==> src/verilog/backend_defs.svh <==
`ifndef BACKEND_DEFS_SVH
`define BACKEND_DEFS_SVH

// machine word
`define DATA_W 32

// architectural registers, r0 reads zero
`define REG_NUM 32
`define REG_AW 5

// stallable stages: ex, m1, m2
`define STAGE_NUM 3

`endif

==> src/verilog/pipe_pkg.sv <==
package pipe_pkg;

	// what a pipe does with the op
	typedef enum logic [1:0] {
		UOP_ALU   = 2'd0,
		UOP_LOAD  = 2'd1,
		UOP_STORE = 2'd2,
		UOP_NONE  = 2'd3
	} uop_e;

	// alu function, passb moves operand b through
	typedef enum logic [2:0] {
		ALU_ADD   = 3'd0,
		ALU_SUB   = 3'd1,
		ALU_AND   = 3'd2,
		ALU_OR    = 3'd3,
		ALU_XOR   = 3'd4,
		ALU_PASSB = 3'd5
	} alu_op_e;

	// where an ex operand comes from
	typedef enum logic [1:0] {
		FWD_REG = 2'd0,
		FWD_M1  = 2'd1,
		FWD_M2  = 2'd2,
		FWD_WB  = 2'd3
	} fwd_src_e;

endpackage

==> src/verilog/issue_unit.sv <==
`timescale 1ns/100ps
`include "backend_defs.svh"

module issue_unit (
	input  logic [1:0]                 valid_i,
	input  pipe_pkg::uop_e [1:0]       uop_i,
	input  logic [1:0][`REG_AW-1:0]    rd_i,
	input  logic [1:0][`REG_AW-1:0]    rs1_i,
	input  logic [1:0][`REG_AW-1:0]    rs2_i,
	input  logic [1:0]                 use_rs2_i,
	input  logic [`REG_AW-1:0]         ex_load_rd_i,
	input  logic                       ex_load_valid_i,
	input  logic [`REG_AW-1:0]         m1_load_rd_i,
	input  logic                       m1_load_valid_i,
	input  logic                       stall_i,
	output logic [1:0]                 issue_o,
	output logic                       revert_o
);
	import pipe_pkg::*;

	logic [1:0] is_mem;
	logic [1:0] load_hz;
	logic       pair_dep;

	// true when reg is a pending load result
	function automatic logic load_pending(input logic [`REG_AW-1:0] r);
		load_pending = (r != '0) &&
			((ex_load_valid_i && r == ex_load_rd_i) ||
			 (m1_load_valid_i && r == m1_load_rd_i));
	endfunction

	always_comb begin
		for (int s = 0; s < 2; s++) begin
			is_mem[s]  = (uop_i[s] == UOP_LOAD) || (uop_i[s] == UOP_STORE);
			// rs1 is r0 when unused, so no guard needed
			load_hz[s] = load_pending(rs1_i[s]) ||
				(use_rs2_i[s] && load_pending(rs2_i[s]));
		end
	end

	// slot 1 against slot 0
	always_comb begin
		pair_dep = 1'b0;
		if (rd_i[0] != '0) begin
			if (rs1_i[1] == rd_i[0])
				pair_dep = 1'b1;
			if (use_rs2_i[1] && rs2_i[1] == rd_i[0])
				pair_dep = 1'b1;
			// same destination, keep write order simple
			if (rd_i[1] == rd_i[0])
				pair_dep = 1'b1;
		end
		// only the main pipe has a memory port
		if (is_mem[0] && is_mem[1])
			pair_dep = 1'b1;
	end

	// in order, slot 1 only behind slot 0
	assign issue_o[0] = valid_i[0] & ~stall_i & ~load_hz[0];
	assign issue_o[1] = issue_o[0] & valid_i[1] & ~load_hz[1] & ~pair_dep;

	// memory op in slot 1 swaps to pipe 0
	assign revert_o = issue_o[1] & is_mem[1] & ~is_mem[0];

endmodule

==> config.mk <==
export PLATFORM = sky130hd
export DESIGN_NAME = issue_unit
export DESIGN_NICKNAME = d
export VERILOG_FILES = /design/src/verilog/pipe_pkg.sv /design/src/verilog/issue_unit.sv
export VERILOG_INCLUDE_DIRS = /design/src /design/src/verilog
export SDC_FILE = /design/constraint.sdc
export NUM_CORES = 1
export LEC_CHECK = 0
export ABC_AREA = 1
export ABC_CLOCK_PERIOD_IN_PS = 1920
export BUFFER_PORTS_ARGS = -buffer_cell sky130_fd_sc_hd__buf_2
export CORE_ASPECT_RATIO = 0.7
export CORE_UTILIZATION = 30
export DETAILED_ROUTE_END_ITERATION = 6
export GPL_TIMING_DRIVEN = 0
export PLACE_DENSITY = 0.62
export SLEW_MARGIN = 10
export SYNTH_ARGS = -nofsm -noshare
export SYNTH_HDL_FRONTEND = slang
export SYNTH_SLANG_ARGS = --single-unit
export TNS_END_PERCENT = 100
==> constraint.sdc <==
create_clock -name vclk -period 1.92
set_clock_uncertainty 0.1 [all_clocks]
set_input_delay 0.192 -clock vclk [all_inputs]
set_output_delay 0.192 -clock vclk [all_outputs]
set_load 0.02 [all_outputs]
==> impl_metrics.env <==
export IMPL_status="complete, but fails checks"
export IMPL_violations="DRC"
export IMPL_synth_top_area_share_pct=32.0
export IMPL_worstPathRequired_ps=1630
export IMPL_grt_usage_pct=19.6
export IMPL_nFlopsAndLatches=0
export IMPL_fin_tns_setup_ps=0
export IMPL_syn_num_nets=279
export IMPL_fmax_mhz=626
export IMPL_critPathMaxFanout=5
export IMPL_cp_slowest_cell="buf_2"
export IMPL_power_density_mw_per_mm2=207
export IMPL_grt_first_pass_wirelength_mm=5.74
export IMPL_synthXorXnorAreaFrac_pct=10.4
export IMPL_start_util_pct=31.8
export IMPL_fin_nets=334
export IMPL_synth_most_common_cell="nand2_1"
export IMPL_cp_end_kind="output pin"
export IMPL_fp_row_count=17
export IMPL_setup_worst_path_class="in2out"
export IMPL_synth_cells=228
export IMPL_gp_congestion=0.939
export IMPL_critPathMostFrequentCell="nand2_1"
export IMPL_setup_ws_ps=323
export IMPL_postCtsHoldBufs=0
export IMPL_hp_start="stall_i"
export IMPL_drive_above_1_share_pct=23.5
export IMPL_hold_class="in2out"
export IMPL_finalWirelength_mm=3.31
export IMPL_yosys_warnings=0
export IMPL_post_route_min_period_ps=1600
export IMPL_seq_area_frac_synth_pct=0
export IMPL_wl_per_cell_microns=10.4
export IMPL_dp_slack_ps=327
export IMPL_p_leak_nw=0.854
export IMPL_die_height_microns=50.5
export IMPL_first_iter_violations=77
export IMPL_syn2layout_area_growth_pct=31.0
export IMPL_fp_dieArea_sq_mm=0.00360
export IMPL_rsz0062_at_grt="false"
export IMPL_via_per_inst=4.66
export IMPL_finalMaxSlewViolations=0
export IMPL_coreArea_sq_mm=0.00317
export IMPL_synth_compound_area_share_pct=12.3
export IMPL_vdd_drop_max_mv=0.0633
export IMPL_ys_top_cells_by_count="86 x nand2_1, 36 x nor2_1, 32 x inv_1, 14 x nand3_1, 9 x o21ai_0"
export IMPL_worst_pin_slew_ps=218
export IMPL_grt_max_degree=8
export IMPL_startpoint_type="input pin"
export IMPL_finalCritPeriodShare_pct=83.2
export IMPL_cpPeakStageDelay_ps=160
export IMPL_yosys_area_share_adder_pct=0
export IMPL_hold_viol=0
export IMPL_synthTopCellsByArea="nand2_1 32%, nor2_1 13%, inv_1 12%"
export IMPL_nFillCells=383
export IMPL_critPathArrivalTime_ps=1300
export IMPL_cap_violations=0
export IMPL_synth_top_family_by_area="simple AND/OR/NAND/NOR gates"
export IMPL_setup_violations=0
export IMPL_port_buffers=53
export IMPL_synthSimpleGateAreaFrac_pct=62.3
export IMPL_io_pin_count=54
export IMPL_grt_pass1_vias=1272
export IMPL_die_x_microns=71.3
export IMPL_syn_mean_instance_area_sq_um=4.42
export IMPL_cts_setup_buffers=0
export IMPL_grt_antenna_before_repair=0
export IMPL_muxShareOfSynthArea_pct=0
export IMPL_synth_area_sq_mm=0.00101
export IMPL_ant_nets=0
export IMPL_diodes=0
export IMPL_yosysTopAreaCell="nand2_1"
export IMPL_cts_resized_gates=0
export IMPL_drc=5
export IMPL_slew_limit_headroom_pct=85.4
export IMPL_min_to="issue_o[0]"
export IMPL_hold_depth=5
export IMPL_detailroute_via_count=1488
export IMPL_ys_types=20
export IMPL_cp_cell_sequence="buf_2 > inv_1 > nand2_1 > nand2_1 > nor2_1 > nand3_1 > nand3_1 > nand2_1 > nand2_1 > nor2_2 > nand2_2 > nor2_2 > buf_2"
export IMPL_overflow=0
export IMPL_hpwl_mm=2.82
export IMPL_num_clock_buffers=0
export IMPL_ff_latch_area_sq_um=0
export IMPL_first_pass_iters=6
==> worst max path at each step <==
stage	from	endpoint	cells past startpoint
CTS	rs2_i[2]	revert_o	11
global placement	rs2_i[0]	revert_o	12
finish	rs2_i[6]	revert_o	13
detailed placement	rs2_i[0]	revert_o	12
floorplan	ex_load_rd_i[2]	revert_o	10
global route	ex_load_rd_i[1]	revert_o	13
==> layout make-up <==
| cell class | count | area, sq um | area share (%) |
|---|---|---|---|
| Buffer | 1 | 5.00 | 0.379 |
| Tap cell | 38 | 47.5 | 3.60 |
| Inverter | 39 | 146 | 11.1 |
| Multi-Input combinational cell | 188 | 857 | 64.9 |
| Timing Repair Buffer | 53 | 265 | 20.1 |
==> cells in the final DEF, fill, tap and decap left out <==
cell type,instances
nand4_1,2
nor2_1,36
nand2_2,1
a22oi_1,2
inv_2,7
o22ai_1,1
xnor2_1,4
nor3_1,8
nand3_1,14
nand3_2,1
buf_2,54
o21ai_1,8
o21ai_0,9
nand2_1,86
o21a_1,1
xor2_1,8
and3_1,2
inv_1,32
a21oi_1,2
nor2_2,3
==> report_power, final <==
part | internal, mW | total (mW) | switching [mW]
Combinational | 0.110 | 0.274 | 0.163
Clock | 0 | 0 | 0
Sequential | 0 | 0 | 0
==> cells by family after synthesis <==
kind of cell    after synthesis
buf+inv                      40
xor+xnor                     12
compound gates               23
simple gates                153
==> metrics by stage <==
step	hold WS (ps)	instance area, sq um	util (%)	instances	power (mW)
3_3_place_gp	670	1320	41.7	319	0.270
6_report	665	1320	41.7	319	0.274
3_5_place_dp	668	1320	41.7	319	0.271
5_1_grt	715	1320	41.7	319	0.315
4_1_cts	668	1320	41.7	319	0.272
2_1_floorplan	437	1010	-	228	0.154
==> per-layer routing <==
layer | global-route usage (%) | wire (microns) | vias to the layer above
met4 | 0 | 0 | 0
met2 | 30.8 | 1330 | 52
met3 | 1.41 | 233 | 0
li1 | - | - | 811
met5 | 0 | 0 | -
met1 | 30.6 | 1750 | 625
==> critical path: cells and delay by family <==
family	cells	cell delay (ps)
buffers and inverters	3	400
and+or+nand+nor	10	710
(Power assumes the default switching activity.)
