File: config.mk
export PLATFORM = sky130hd
export DESIGN_NAME = inst_decoder
export DESIGN_NICKNAME = d
export VERILOG_FILES = /design/src/verilog/isa_pkg.sv /design/src/verilog/pipe_pkg.sv /design/src/verilog/inst_decoder.sv
export VERILOG_INCLUDE_DIRS = /design/src /design/src/verilog
export SDC_FILE = /design/constraint.sdc
export NUM_CORES = 1
export LEC_CHECK = 0
export BUFFER_PORTS_ARGS = -buffer_cell sky130_fd_sc_hd__buf_2
export CORE_MARGIN = 4
export CORE_UTILIZATION = 34
export DETAILED_ROUTE_END_ITERATION = 8
export PLACE_DENSITY = 0.95
export SLEW_MARGIN = 20
export SYNTH_ARGS = -nofsm -noshare
export SYNTH_HDL_FRONTEND = slang
export SYNTH_SLANG_ARGS = --single-unit
export TNS_END_PERCENT = 5
File: constraint.sdc
create_clock -name vclk -period 3
set_input_delay 0 -clock vclk [all_inputs]
set_output_delay 0 -clock vclk [all_outputs]
set_load 0.01 [all_outputs]
File: src/verilog/backend_defs.svh
`ifndef BACKEND_DEFS_SVH
`define BACKEND_DEFS_SVH

// machine word
`define DATA_W 32

// architectural registers, r0 reads zero
`define REG_NUM 32
`define REG_AW 5

// stallable stages: ex, m1, m2
`define STAGE_NUM 3

`endif

File: src/verilog/isa_pkg.sv
`include "backend_defs.svh"

package isa_pkg;

	// top six bits of every word
	typedef enum logic [5:0] {
		OP_NOP  = 6'd0,
		OP_ADD  = 6'd1,
		OP_SUB  = 6'd2,
		OP_AND  = 6'd3,
		OP_OR   = 6'd4,
		OP_XOR  = 6'd5,
		OP_ADDI = 6'd6,
		OP_LUI  = 6'd7,
		OP_LW   = 6'd8,
		OP_SW   = 6'd9
	} opcode_e;

	// register form
	typedef struct packed {
		opcode_e           opcode;
		logic [`REG_AW-1:0] rd;
		logic [`REG_AW-1:0] rs1;
		logic [`REG_AW-1:0] rs2;
		logic [10:0]        unused;
	} r_form_s;

	// immediate form, sw keeps its data register in rd
	typedef struct packed {
		opcode_e           opcode;
		logic [`REG_AW-1:0] rd;
		logic [`REG_AW-1:0] rs1;
		logic [15:0]        imm;
	} i_form_s;

	// same 32 bits, two views
	typedef union packed {
		r_form_s r;
		i_form_s i;
	} inst_word_u;

endpackage

File: src/verilog/pipe_pkg.sv
package pipe_pkg;

	// what a pipe does with the op
	typedef enum logic [1:0] {
		UOP_ALU   = 2'd0,
		UOP_LOAD  = 2'd1,
		UOP_STORE = 2'd2,
		UOP_NONE  = 2'd3
	} uop_e;

	// alu function, passb moves operand b through
	typedef enum logic [2:0] {
		ALU_ADD   = 3'd0,
		ALU_SUB   = 3'd1,
		ALU_AND   = 3'd2,
		ALU_OR    = 3'd3,
		ALU_XOR   = 3'd4,
		ALU_PASSB = 3'd5
	} alu_op_e;

	// where an ex operand comes from
	typedef enum logic [1:0] {
		FWD_REG = 2'd0,
		FWD_M1  = 2'd1,
		FWD_M2  = 2'd2,
		FWD_WB  = 2'd3
	} fwd_src_e;

endpackage

File: src/verilog/inst_decoder.sv
`timescale 1ns/100ps
`include "backend_defs.svh"

module inst_decoder (
	input  isa_pkg::inst_word_u  inst_i,
	input  logic                 valid_i,
	output pipe_pkg::uop_e       uop_o,
	output pipe_pkg::alu_op_e    alu_op_o,
	output logic [`REG_AW-1:0]   rd_o,
	output logic [`REG_AW-1:0]   rs1_o,
	output logic [`REG_AW-1:0]   rs2_o,
	output logic                 use_rs2_o,
	output logic                 use_imm_o,
	output logic [`DATA_W-1:0]   imm_o
);
	import isa_pkg::*;
	import pipe_pkg::*;

	logic [`DATA_W-1:0] imm_sext;

	// both forms share the opcode position
	assign imm_sext = {{(`DATA_W-16){inst_i.i.imm[15]}}, inst_i.i.imm};

	always_comb begin
		uop_o     = UOP_NONE;
		alu_op_o  = ALU_ADD;
		rd_o      = '0;
		rs1_o     = '0;
		rs2_o     = '0;
		use_rs2_o = 1'b0;
		use_imm_o = 1'b0;
		imm_o     = imm_sext;
		if (valid_i) begin
			case (inst_i.r.opcode)
				OP_ADD, OP_SUB, OP_AND, OP_OR, OP_XOR: begin
					uop_o     = UOP_ALU;
					rd_o      = inst_i.r.rd;
					rs1_o     = inst_i.r.rs1;
					rs2_o     = inst_i.r.rs2;
					use_rs2_o = 1'b1;
					case (inst_i.r.opcode)
						OP_SUB:  alu_op_o = ALU_SUB;
						OP_AND:  alu_op_o = ALU_AND;
						OP_OR:   alu_op_o = ALU_OR;
						OP_XOR:  alu_op_o = ALU_XOR;
						default: alu_op_o = ALU_ADD;
					endcase
				end
				OP_ADDI, OP_LW: begin
					uop_o     = (inst_i.i.opcode == OP_LW) ? UOP_LOAD : UOP_ALU;
					rd_o      = inst_i.i.rd;
					rs1_o     = inst_i.i.rs1;
					use_imm_o = 1'b1;
				end
				OP_LUI: begin
					// upper half, rs1 stays r0
					uop_o     = UOP_ALU;
					alu_op_o  = ALU_PASSB;
					rd_o      = inst_i.i.rd;
					use_imm_o = 1'b1;
					imm_o     = {inst_i.i.imm, 16'h0};
				end
				OP_SW: begin
					// data register moves to rs2, nothing written back
					uop_o     = UOP_STORE;
					rs1_o     = inst_i.i.rs1;
					rs2_o     = inst_i.i.rd;
					use_rs2_o = 1'b1;
					use_imm_o = 1'b1;
				end
				default: uop_o = UOP_NONE;
			endcase
		end
	end

endmodule

==> impl_metrics.tcl <==
set metrics [dict create \
    ys_warn_count 0 \
    port_buffers 87 \
    dpl-instance-area_sq_um 977 \
    power_mw 0.117 \
    rsz0062_at_grt "false" \
    wl_per_cell_um 12.8 \
    first_pass_iters 4 \
    vias_per_cell 5.20 \
    ys_types 26 \
    drive_gt1_share_pct 55.5 \
    placed_cells 180 \
    seq_area_sq_um 0 \
    drtIter0Drc 14 \
    crit_path_top_delay_cell "nor2_2" \
    drv_cap 0 \
    totalWireLength_um 2300 \
    seq_cells 0 \
    crit_path_frequent_cell "buf_2" \
    grt_pass1_vias 909 \
    cellLeakagePower_nw 0.638 \
    post-route-period-util_pct 63.8 \
    synthCells 88 \
    finalSetupViolCount 0 \
    pin_count 87 \
    crit_type "primary input to output port" \
    grt_util_met2_pct 35.5 \
    die_y_um 49.7 \
    grt_start_max_net_pins 31 \
    grt_overflow 0 \
    slew_headroom_pct 33.5 \
    dieArea_sq_um 2470 \
    arrival_ns 1.91 \
    sequentialPowerShare_pct 0 \
    p_int_mw 0.0562 \
    ir_drop_uv 58.2 \
    power.net_switching_mw 0.0607 \
    clock_buffers 0 \
    hold_viol 0 \
    ctsResizeCount 0 \
    fin_util_pct 62.0 \
    fin_ws_ns 1.09 \
    vias 936 \
    final_cells 180 \
    switching_share_pct 51.9 \
    tightest_slew_ns 0.996 \
    min_path_type "primary input to output port" \
    hold_depth 2 \
    power_density_nw_per_um2 120 \
    grt_pass1_wl_um 3860 \
    synth_seq_area_share_pct 0 \
    max_stage_delay_ns 0.80 \
    rows 14 \
    antenna_found_initial 0 \
    postCtsSetupBuffers 0 \
    dp_hpwl_um 1940 \
    p_comb_share_pct 100.0 \
    fin_crit_ns 1.91 \
    grtUsageMet3_pct 3.31 \
    slew_viol_final 0 \
    areaGrowthSynthToFinish_pct 65.5 \
    initial_utilization_pct 37.5 \
    ctsHoldBuffers 0 \
    crit_required_ns 3.00 \
    drc 0 \
    cp.depth 5 \
    critPathTopFamily "simple AND/OR/NAND/NOR gates" \
    whs_ns 0.257 \
    tns_ns 0 \
    syn_area_sq_um 591 \
    core_sq_um 1580 \
    critPathLaunchType "primary input" \
    nets 199 \
    ant_nets 0 \
    path_max_fanout 30 \
    timing.fmax_mhz 522 \
    p_clk_share_pct 0 \
    synth_nets 121 \
    die_x_um 49.7 \
    grt_util_met1_pct 21.1 \
    status "completed" \
    grt_busiest_layer "met2" \
    post-route-cell-area_sq_um 977 \
    diodes 0 \
    place_congestion 0.775 \
    avgSynthCellArea_sq_um 6.71 \
    pre_cts_slack_ns 1.10 \
    end_kind "output port" \
    track_usage_pct 18.4 \
    crit_buf_inv 2 \
    crit_chain "buf_2 -> or4b_4 -> nor2_2 -> a21o_1 -> buf_2" \
]
==> cells in the mapped netlist (all sizes together) <==
master	instances	area (sq um)
a211oi	1	12.5
a21boi	1	7.51
a21o	15	113
a21oi	2	10.0
a22o	5	43.8
and2	5	31.3
and3	6	37.5
and4	1	8.76
buf	8	60.1
clkbuf	3	11.3
nand2	5	18.8
nand3	1	5.00
nand3b	2	15.0
nor2	6	22.5
nor2b	15	93.8
nor3	1	5.00
nor3b	2	15.0
o21a	2	22.5
o21ai	2	10.0
or4	1	7.51
or4b	1	13.8
xnor2	3	26.3
==> path summary, 6_finish.rpt <==
check	start	to	slack, ns
worst min-delay path	inst_i[15]	imm_o[31]	0.26
worst max-delay path	inst_i[29]	imm_o[21]	1.09
==> cells by family after synthesis <==
| logic type | share of synthesized area, % |
|---|---|
| xor+xnor | 4.45 |
| buf+inv | 12.1 |
| compound gates | 37.1 |
| simple gates | 46.4 |
==> placed cells by master, fill, tap and decap left out <==
| cell type | synthesis | final |
|---|---|---|
| nor3b_1 | 2 | 2 |
| or4b_4 | 1 | 1 |
| o21a_1 | 1 | 1 |
| buf_2 | 3 | 87 |
| nand3b_1 | 2 | 2 |
| xnor2_1 | 3 | 3 |
| o21a_4 | 1 | 1 |
| nand2_1 | 5 | 5 |
| and4_1 | 1 | 1 |
| o21ai_0 | 2 | 2 |
| and3_1 | 6 | 6 |
| a21boi_0 | 1 | 1 |
| nor2b_1 | 15 | 15 |
| or4_1 | 1 | 1 |
| nor3_1 | 1 | 1 |
| a21o_1 | 15 | 15 |
| nand3_1 | 1 | 1 |
| nor2_1 | 6 | 5 |
| nor2_2 | 0 | 1 |
| and2_1 | 5 | 5 |
| a211oi_2 | 1 | 1 |
| a21oi_1 | 2 | 2 |
| a22o_1 | 5 | 5 |
==> power groups by stage <==
stage	clock network, mW	registers, mW	logic [mW]
final	0	0	0.117
after global routing	0	0	0.130
after CTS	0	0	0.118
after detailed placement	0	0	0.118
after global placement	0	0	0.114
after floorplan	0	0	0.0654
==> final cells by class <==
class	count	area [sq um]
Fill cell	157	599
Multi-Input combinational cell	77	522
Tap cell	16	20.0
Timing Repair Buffer	87	435
==> routing by layer <==
layer  routed length, um  share of wire, %
met5                   0                 0
met4                   0                 0
met3                 265                12
met2                1140                50
met1                 894                39
No activity file was read; power rests on OpenSTA's default activity.
