**src/verilog/backend_defs.svh**
```systemverilog
`ifndef BACKEND_DEFS_SVH
`define BACKEND_DEFS_SVH

// machine word
`define DATA_W 32

// architectural registers, r0 reads zero
`define REG_NUM 32
`define REG_AW 5

// stallable stages: ex, m1, m2
`define STAGE_NUM 3

`endif

```
**src/verilog/pipe_pkg.sv**
```systemverilog
package pipe_pkg;

	// what a pipe does with the op
	typedef enum logic [1:0] {
		UOP_ALU   = 2'd0,
		UOP_LOAD  = 2'd1,
		UOP_STORE = 2'd2,
		UOP_NONE  = 2'd3
	} uop_e;

	// alu function, passb moves operand b through
	typedef enum logic [2:0] {
		ALU_ADD   = 3'd0,
		ALU_SUB   = 3'd1,
		ALU_AND   = 3'd2,
		ALU_OR    = 3'd3,
		ALU_XOR   = 3'd4,
		ALU_PASSB = 3'd5
	} alu_op_e;

	// where an ex operand comes from
	typedef enum logic [1:0] {
		FWD_REG = 2'd0,
		FWD_M1  = 2'd1,
		FWD_M2  = 2'd2,
		FWD_WB  = 2'd3
	} fwd_src_e;

endpackage

```
**src/verilog/backend_pipeline.sv**
```systemverilog
`timescale 1ns/100ps
`include "backend_defs.svh"

module backend_pipeline #(
	parameter bit MAIN_PIPE = 1'b0
) (
	input  logic                      clk,
	input  logic                      rst_n_i,
	input  logic [`STAGE_NUM-1:0]     stall_vec_i,
	input  logic                      issue_i,
	input  logic                      revert_i,
	input  pipe_pkg::uop_e            uop_i,
	input  pipe_pkg::alu_op_e         alu_op_i,
	input  logic [`REG_AW-1:0]        rd_i,
	input  logic [`REG_AW-1:0]        rs1_i,
	input  logic [`REG_AW-1:0]        rs2_i,
	input  logic                      use_imm_i,
	input  logic [`DATA_W-1:0]        imm_i,
	input  logic [`DATA_W-1:0]        op_a_i,
	input  logic [`DATA_W-1:0]        op_b_i,
	input  logic                      peer_m1_valid_i,
	input  logic [`REG_AW-1:0]        peer_m1_rd_i,
	input  logic [`DATA_W-1:0]        peer_m1_data_i,
	input  logic                      peer_m2_valid_i,
	input  logic [`REG_AW-1:0]        peer_m2_rd_i,
	input  logic [`DATA_W-1:0]        peer_m2_data_i,
	input  logic                      peer_wb_valid_i,
	input  logic [`REG_AW-1:0]        peer_wb_rd_i,
	input  logic [`DATA_W-1:0]        peer_wb_data_i,
	output logic                      m1_valid_o,
	output logic [`REG_AW-1:0]        m1_rd_o,
	output logic [`DATA_W-1:0]        m1_data_o,
	output logic                      m2_valid_o,
	output logic [`REG_AW-1:0]        m2_rd_o,
	output logic [`DATA_W-1:0]        m2_data_o,
	output logic                      wb_valid_o,
	output logic [`REG_AW-1:0]        wb_rd_o,
	output logic [`DATA_W-1:0]        wb_data_o,
	output logic                      wb_revert_o,
	output logic [`STAGE_NUM-1:0]     stall_req_o,
	output logic [`REG_AW-1:0]        ex_load_rd_o,
	output logic                      ex_load_valid_o,
	output logic [`REG_AW-1:0]        m1_load_rd_o,
	output logic                      m1_load_valid_o,
	output logic                      mem_req_valid_o,
	input  logic                      mem_req_ready_i,
	output logic                      mem_req_we_o,
	output logic [`DATA_W-1:0]        mem_req_addr_o,
	output logic [`DATA_W-1:0]        mem_req_wdata_o,
	input  logic                      mem_resp_valid_i,
	input  logic [`DATA_W-1:0]        mem_resp_rdata_i
);
	import pipe_pkg::*;

	// ex stage
	logic               ex_valid;
	uop_e               ex_uop;
	alu_op_e            ex_alu_op;
	logic [`REG_AW-1:0] ex_rd, ex_rs1, ex_rs2;
	logic               ex_use_imm, ex_revert;
	logic [`DATA_W-1:0] ex_imm, ex_op_a, ex_op_b;
	// m1, m2, wb stages
	logic               m1_valid, m2_valid, wb_valid;
	uop_e               m1_uop, m2_uop;
	logic [`REG_AW-1:0] m1_rd, m2_rd, wb_rd;
	logic [`DATA_W-1:0] m1_result, m1_wdata, m2_result, wb_data;
	logic               m1_revert, m2_revert, wb_revert;

	fwd_src_e           src [2];
	logic [1:0]         src_peer;
	logic [1:0][`REG_AW-1:0] rs;
	logic [1:0][`DATA_W-1:0] reg_val, res_val;
	logic [`DATA_W-1:0] alu_b, ex_result, m2_final;
	logic               m1_mem, m2_mem;

	// operand sources, later checks are younger and win
	assign rs      = {ex_rs2, ex_rs1};
	assign reg_val = {ex_op_b, ex_op_a};
	always_comb begin
		for (int k = 0; k < 2; k++) begin
			src[k]      = FWD_REG;
			src_peer[k] = 1'b0;
			if (rs[k] != '0) begin
				if (wb_valid_o && wb_rd_o == rs[k])           src[k] = FWD_WB;
				if (peer_wb_valid_i && peer_wb_rd_i == rs[k]) begin
					src[k] = FWD_WB;
					src_peer[k] = 1'b1;
				end
				if (m2_valid_o && m2_rd_o == rs[k]) begin
					src[k] = FWD_M2;
					src_peer[k] = 1'b0;
				end
				if (peer_m2_valid_i && peer_m2_rd_i == rs[k]) begin
					src[k] = FWD_M2;
					src_peer[k] = 1'b1;
				end
				if (m1_valid_o && m1_rd_o == rs[k]) begin
					src[k] = FWD_M1;
					src_peer[k] = 1'b0;
				end
				if (peer_m1_valid_i && peer_m1_rd_i == rs[k]) begin
					src[k] = FWD_M1;
					src_peer[k] = 1'b1;
				end
			end
			case (src[k])
				FWD_M1:  res_val[k] = src_peer[k] ? peer_m1_data_i : m1_data_o;
				FWD_M2:  res_val[k] = src_peer[k] ? peer_m2_data_i : m2_data_o;
				FWD_WB:  res_val[k] = src_peer[k] ? peer_wb_data_i : wb_data_o;
				default: res_val[k] = reg_val[k];
			endcase
		end
	end

	// alu, also the address adder for memory ops
	assign alu_b = ex_use_imm ? ex_imm : res_val[1];
	always_comb begin
		case (ex_alu_op)
			ALU_SUB:   ex_result = res_val[0] - alu_b;
			ALU_AND:   ex_result = res_val[0] & alu_b;
			ALU_OR:    ex_result = res_val[0] | alu_b;
			ALU_XOR:   ex_result = res_val[0] ^ alu_b;
			ALU_PASSB: ex_result = alu_b;
			default:   ex_result = res_val[0] + alu_b;
		endcase
	end

	// stage valids
	always_ff @(posedge clk or negedge rst_n_i) begin
		if (!rst_n_i) begin
			ex_valid <= 1'b0;
			m1_valid <= 1'b0;
			m2_valid <= 1'b0;
			wb_valid <= 1'b0;
		end else begin
			if (!stall_vec_i[0]) ex_valid <= issue_i;
			// bubble behind a stalled stage
			if (!stall_vec_i[1]) m1_valid <= ex_valid & ~stall_vec_i[0];
			if (!stall_vec_i[2]) m2_valid <= m1_valid & ~stall_vec_i[1];
			wb_valid <= m2_valid & ~stall_vec_i[2];
		end
	end

	// stage payloads
	always_ff @(posedge clk) begin
		if (!stall_vec_i[0]) begin
			ex_uop     <= uop_i;
			ex_alu_op  <= alu_op_i;
			ex_rd      <= rd_i;
			ex_rs1     <= rs1_i;
			ex_rs2     <= rs2_i;
			ex_use_imm <= use_imm_i;
			ex_imm     <= imm_i;
			ex_op_a    <= op_a_i;
			ex_op_b    <= op_b_i;
			ex_revert  <= revert_i;
		end else begin
			// held op keeps catching results before they retire
			ex_op_a <= res_val[0];
			ex_op_b <= res_val[1];
		end
		if (!stall_vec_i[1]) begin
			m1_uop    <= ex_uop;
			m1_rd     <= ex_rd;
			m1_result <= ex_result;
			m1_wdata  <= res_val[1];
			m1_revert <= ex_revert;
		end
		if (!stall_vec_i[2]) begin
			m2_uop    <= m1_uop;
			m2_rd     <= m1_rd;
			m2_result <= m1_result;
			m2_revert <= m1_revert;
		end
		wb_rd     <= m2_rd;
		wb_data   <= m2_final;
		wb_revert <= m2_revert;
	end

	// memory side, main pipe only
	assign m1_mem = MAIN_PIPE && m1_valid && (m1_uop == UOP_LOAD || m1_uop == UOP_STORE);
	assign m2_mem = MAIN_PIPE && m2_valid && (m2_uop == UOP_LOAD || m2_uop == UOP_STORE);
	// one outstanding, wait for m2 to drain
	assign mem_req_valid_o = m1_mem & ~m2_mem;
	assign mem_req_we_o    = m1_uop == UOP_STORE;
	assign mem_req_addr_o  = m1_result;
	assign mem_req_wdata_o = m1_wdata;
	assign m2_final = (m2_mem && m2_uop == UOP_LOAD) ? mem_resp_rdata_i : m2_result;

	assign stall_req_o[0] = 1'b0;
	assign stall_req_o[1] = m1_mem & ~(mem_req_valid_o & mem_req_ready_i);
	assign stall_req_o[2] = m2_mem & ~mem_resp_valid_i;

	// load rd for the issue interlock
	assign ex_load_valid_o = MAIN_PIPE && ex_valid && ex_uop == UOP_LOAD;
	assign ex_load_rd_o    = ex_rd;
	assign m1_load_valid_o = m1_valid && m1_uop == UOP_LOAD;
	assign m1_load_rd_o    = m1_rd;

	// forwarding buses, loads only count once in wb
	assign m1_valid_o  = m1_valid && m1_uop == UOP_ALU;
	assign m1_rd_o     = m1_rd;
	assign m1_data_o   = m1_result;
	assign m2_valid_o  = m2_valid && m2_uop == UOP_ALU;
	assign m2_rd_o     = m2_rd;
	assign m2_data_o   = m2_result;
	assign wb_valid_o  = wb_valid;
	assign wb_rd_o     = wb_rd;
	assign wb_data_o   = wb_data;
	assign wb_revert_o = wb_revert;

endmodule

```
**config.mk**
```make
export PLATFORM = sky130hd
export DESIGN_NAME = backend_pipeline
export DESIGN_NICKNAME = d
export VERILOG_FILES = /design/src/verilog/pipe_pkg.sv /design/src/verilog/backend_pipeline.sv
export VERILOG_INCLUDE_DIRS = /design/src /design/src/verilog
export SDC_FILE = /design/constraint.sdc
export NUM_CORES = 1
export LEC_CHECK = 0
export BUFFER_PORTS_ARGS = -buffer_cell sky130_fd_sc_hd__buf_2
export CAP_MARGIN = 20
export CORE_MARGIN = 2
export CORE_UTILIZATION = 45
export CTS_BUF_LIST = sky130_fd_sc_hd__clkbuf_16
export CTS_CLUSTER_SIZE = 30
export DETAILED_ROUTE_END_ITERATION = 8
export PLACE_DENSITY = 0.69
export REMOVE_ABC_BUFFERS = 1
export SYNTH_ARGS = -nofsm -noshare
export SYNTH_HDL_FRONTEND = slang
export SYNTH_SLANG_ARGS = --single-unit
```
**constraint.sdc**
```tcl
create_clock -name clk -period 7.3 [get_ports clk]
set_input_delay 0.365 -clock clk [delete_from_list [all_inputs] [get_ports clk]]
set_output_delay 0.365 -clock clk [all_outputs]
set_load 0.1 [all_outputs]
```
==> results.toml <==
[floorplan]
io_pins = 468
dieArea_mm2 = 0.04151
initial_core_util_pct = 45.40
die_y_um = 203.8
core_mm2 = 0.03955
die_x_um = 203.8
rows = 73

[detailed_routing]
ant_nets = 0
drc = 0
vias = 18110
drt_first_pass_iters = 8
wirelength_um = 71390
avgViaCountPerCell = 6.057
drtIter0Drc = 2059
wl_per_cell_um = 23.87

[timing]
fmax_mhz = 142.3
timing.setup.tns_ns = 0
maxSlewViolCount = 0
min_period_over_period_pct = 96.25
slew_headroom_pct = 29.35
fin_worst_skew_ns = 0.02181
setup_viol = 0
worst_slack_ns = 0.2737
tightest_slew_ns = 1.056
post-route-min-period_ns = 7.026
hold_viol_final = 0

[clock_tree]
htreeDepth = 1
cts.sinks = 272
cts_buffer_depth = 3
path_clk_slew_ns = 0.06
clk_latency_ns = 0.60
cts_root_buf = "clkbuf_16"
cts-buffers-inserted = 31
tritoncts = "done"

[cells_and_area]
drive_gt1_share_pct = 30.33
fillers = 3465
final_nets = 2813
area_growth_syn_to_layout_pct = 29.89

[power]
finalPower_mw = 7.204
p_per_area_mw_per_mm2 = 308.9
total_leakage_power_nw = 10.02
irDropWorstVdd_mv = 0.3387

[placement]
pre_cts_ws_ns = -0.1065
finalWeightedCongestion = 0.9854
dp_hpwl_um = 52440
portBuffers = 428

[yosys]
synth_cell_type_count = 102
synth-async-reset-ratio_pct = 1.471
synth_xor_area_share_pct = 5.554
seq_area_frac_synth_pct = 39.69
syn_area_mm2 = 0.01795
ys_ff_latch = 272
synth_top_area_cell = "edfxtp_1"
yosys-mux-area-fraction_pct = 5.770
yosys.area_share.simple_pct = 12.96
synth_compound_area_share_pct = 22.15
synth.most_common_cell = "nor2_1"
yosysWarnings = 0
synth_area_leaders = "edfxtp_1 (28%), dfxtp_1 (11%), ha_1 (7.0%), mux2i_1 (4.7%), nor2_1 (4.2%)"
synthFlopType = "edfxtp_1"
avgSynthCellArea_um2 = 9.561
synthAdderAreaFrac_pct = 7.150
synth-edff-count = 166
netlist.area_leader.share_pct = 27.76
synthCells = 1878
synth.top_cells.by_count = "nor2_1 (203), edfxtp_1 (166), a21oi_1 (151)"
synth_top_family_by_area = "compound AO/OA/AOI/OAI gates"

[worst_setup_path]
critical_path.max_fanout = 11
path_class = "flip-flop to flip-flop"
critPathLaunchType = "flip-flop"
crit_required_ns = 7.61
critPathCaptureType = "flip-flop"
path_common_cell = "buf_4"
critPathSlowestCell = "edfxtp_1"
critPathArrivalTime_ns = 7.33
cpPeakStageDelay_ns = 0.50

[min_path]
hp-class = "primary input to flip-flop"

[global_routing]
grt_max_degree = 64
grt_use_total_pct = 33.23
grt_pass1_wl_um = 105500
grt-ovfl-total = 0
antenna_found_initial = 4
first_global_vias = 17729

[job]
maxCapViolCount = 0

[status]
outcome = "finished clean"
power breakdown:
part | leakage [nW] | internal (mW) | switching, mW
Sequential | 2.53 | 1.90 | 0.195
Combinational | 6.96 | 0.937 | 2.50
Clock | 0.521 | 0.984 | 0.683
worst max-delay path, delay by kind of cell, from the launching register on:
family,cells,cell delay [ns]
buf+inv,5,0.87
xor+xnor,2,0.42
simple gates,7,1.33
mux,1,0.23
fa+ha+maj,1,0.28
compound gates,14,3.11
flops,1,0.50
cells by family after synthesis:
| kind of cell | Yosys count |
|---|---|
| AO/OA/AOI/OAI | 550 |
| AND/OR/NAND/NOR | 488 |
| flip-flops | 272 |
| buffers and inverters | 252 |
| XOR/XNOR | 113 |
| adder cells (fa/ha/maj) | 102 |
| multiplexers | 100 |
| other | 1 |
registers in the layout, indices dropped and copies added (netlist names), 3 cells and up:
| signal | flops |
|---|---|
| m2_data_o | 32 |
| ex_load_rd_o | 5 |
| m1_data_o | 32 |
| mem_req_wdata_o | 32 |
| m1_load_rd_o | 5 |
| ex_rs1 | 5 |
| wb_data_o | 32 |
| ex_alu_op | 3 |
| m2_rd_o | 5 |
| ex_imm | 32 |
| ex_rs2 | 5 |
| ex_op_b | 32 |
| ex_op_a | 32 |
| wb_rd_o | 5 |
worst paths after layout:
check	start	end	slack (ns)	cells past startpoint
worst max-delay path	ex_rs2[2]	m1_data_o[31]	0.27	30
worst min-delay path	op_b_i[16]	ex_op_b[16]	0.01	3
worst max register to register	ex_rs2[2]	m1_data_o[31]	0.27	30
worst min register to register	m2_revert	wb_revert_o	0.35	0
max in group asynchronous	rst_n_i	wb_valid_o	7.06	2
min in group asynchronous	rst_n_i	ex_valid	0.12	2
per-stage QoR:
stage	utilization, %	cells	area (µm²)	hold slack, ns
floorplan	-	1726	17130	0.06941
global placement	53.52	2827	21170	0.1745
detailed placement	53.52	2827	21170	0.1775
CTS	58.23	2961	23030	0.0001965
global route	58.97	2990	23320	0.01225
finish	58.97	2990	23320	0.01410
final cells by class:
| class | instances | area [µm²] | area share (%) |
|---|---|---|---|
| Tap cell | 525 | 656.9 | 2.817 |
| Inverter | 96 | 362.8 | 1.556 |
| Timing Repair Buffer | 680 | 4295 | 18.42 |
| Antenna cell | 2 | 5.005 | 0.02146 |
| Clock inverter | 26 | 286.5 | 1.229 |
| Clock buffer | 31 | 775.7 | 3.326 |
| Sequential cell | 272 | 7127 | 30.56 |
| Multi-Input combinational cell | 1358 | 9812 | 42.07 |
layout by cell type, fill, tap and decap left out, types with 36 or more instances in the layout:
master and count:
buf_2 427, nor2_1 199, buf_4 170, edfxtp_1 166
a21oi_1 151, nand2_1 105, dfxtp_1 102, ha_1 100
inv_1 87, mux2i_1 82, dlygate4sd3_1 77, o21ai_0 76
xnor2_1 74, a222oi_1 66, nand3_1 41, xor2_1 36
layer usage:
layer / routed length [µm] / part of all wire (%) / up-vias / track usage (%)
li1: - / - / 8117 / -
met1: 28860 / 40 / 8748 / 43.72
met2: 33590 / 47 / 1059 / 56.04
met3: 6269 / 8.8 / 184 / 4.298
met4: 2650 / 3.7 / 2 / 11.86
met5: 13 / 0.018 / - / 0
timing repair:
item                                   4_1_cts  5_1_grt
setup buffers                                0       27
gates cloned                                 0        0
hold buffers                                77        0
pin swaps                                    0       15
setup endpoints to repair                    1        6
gates resized for setup                      4       23
endpoints found under the hold margin       80        0
Note: power is estimated with default switching activity, not from simulation.
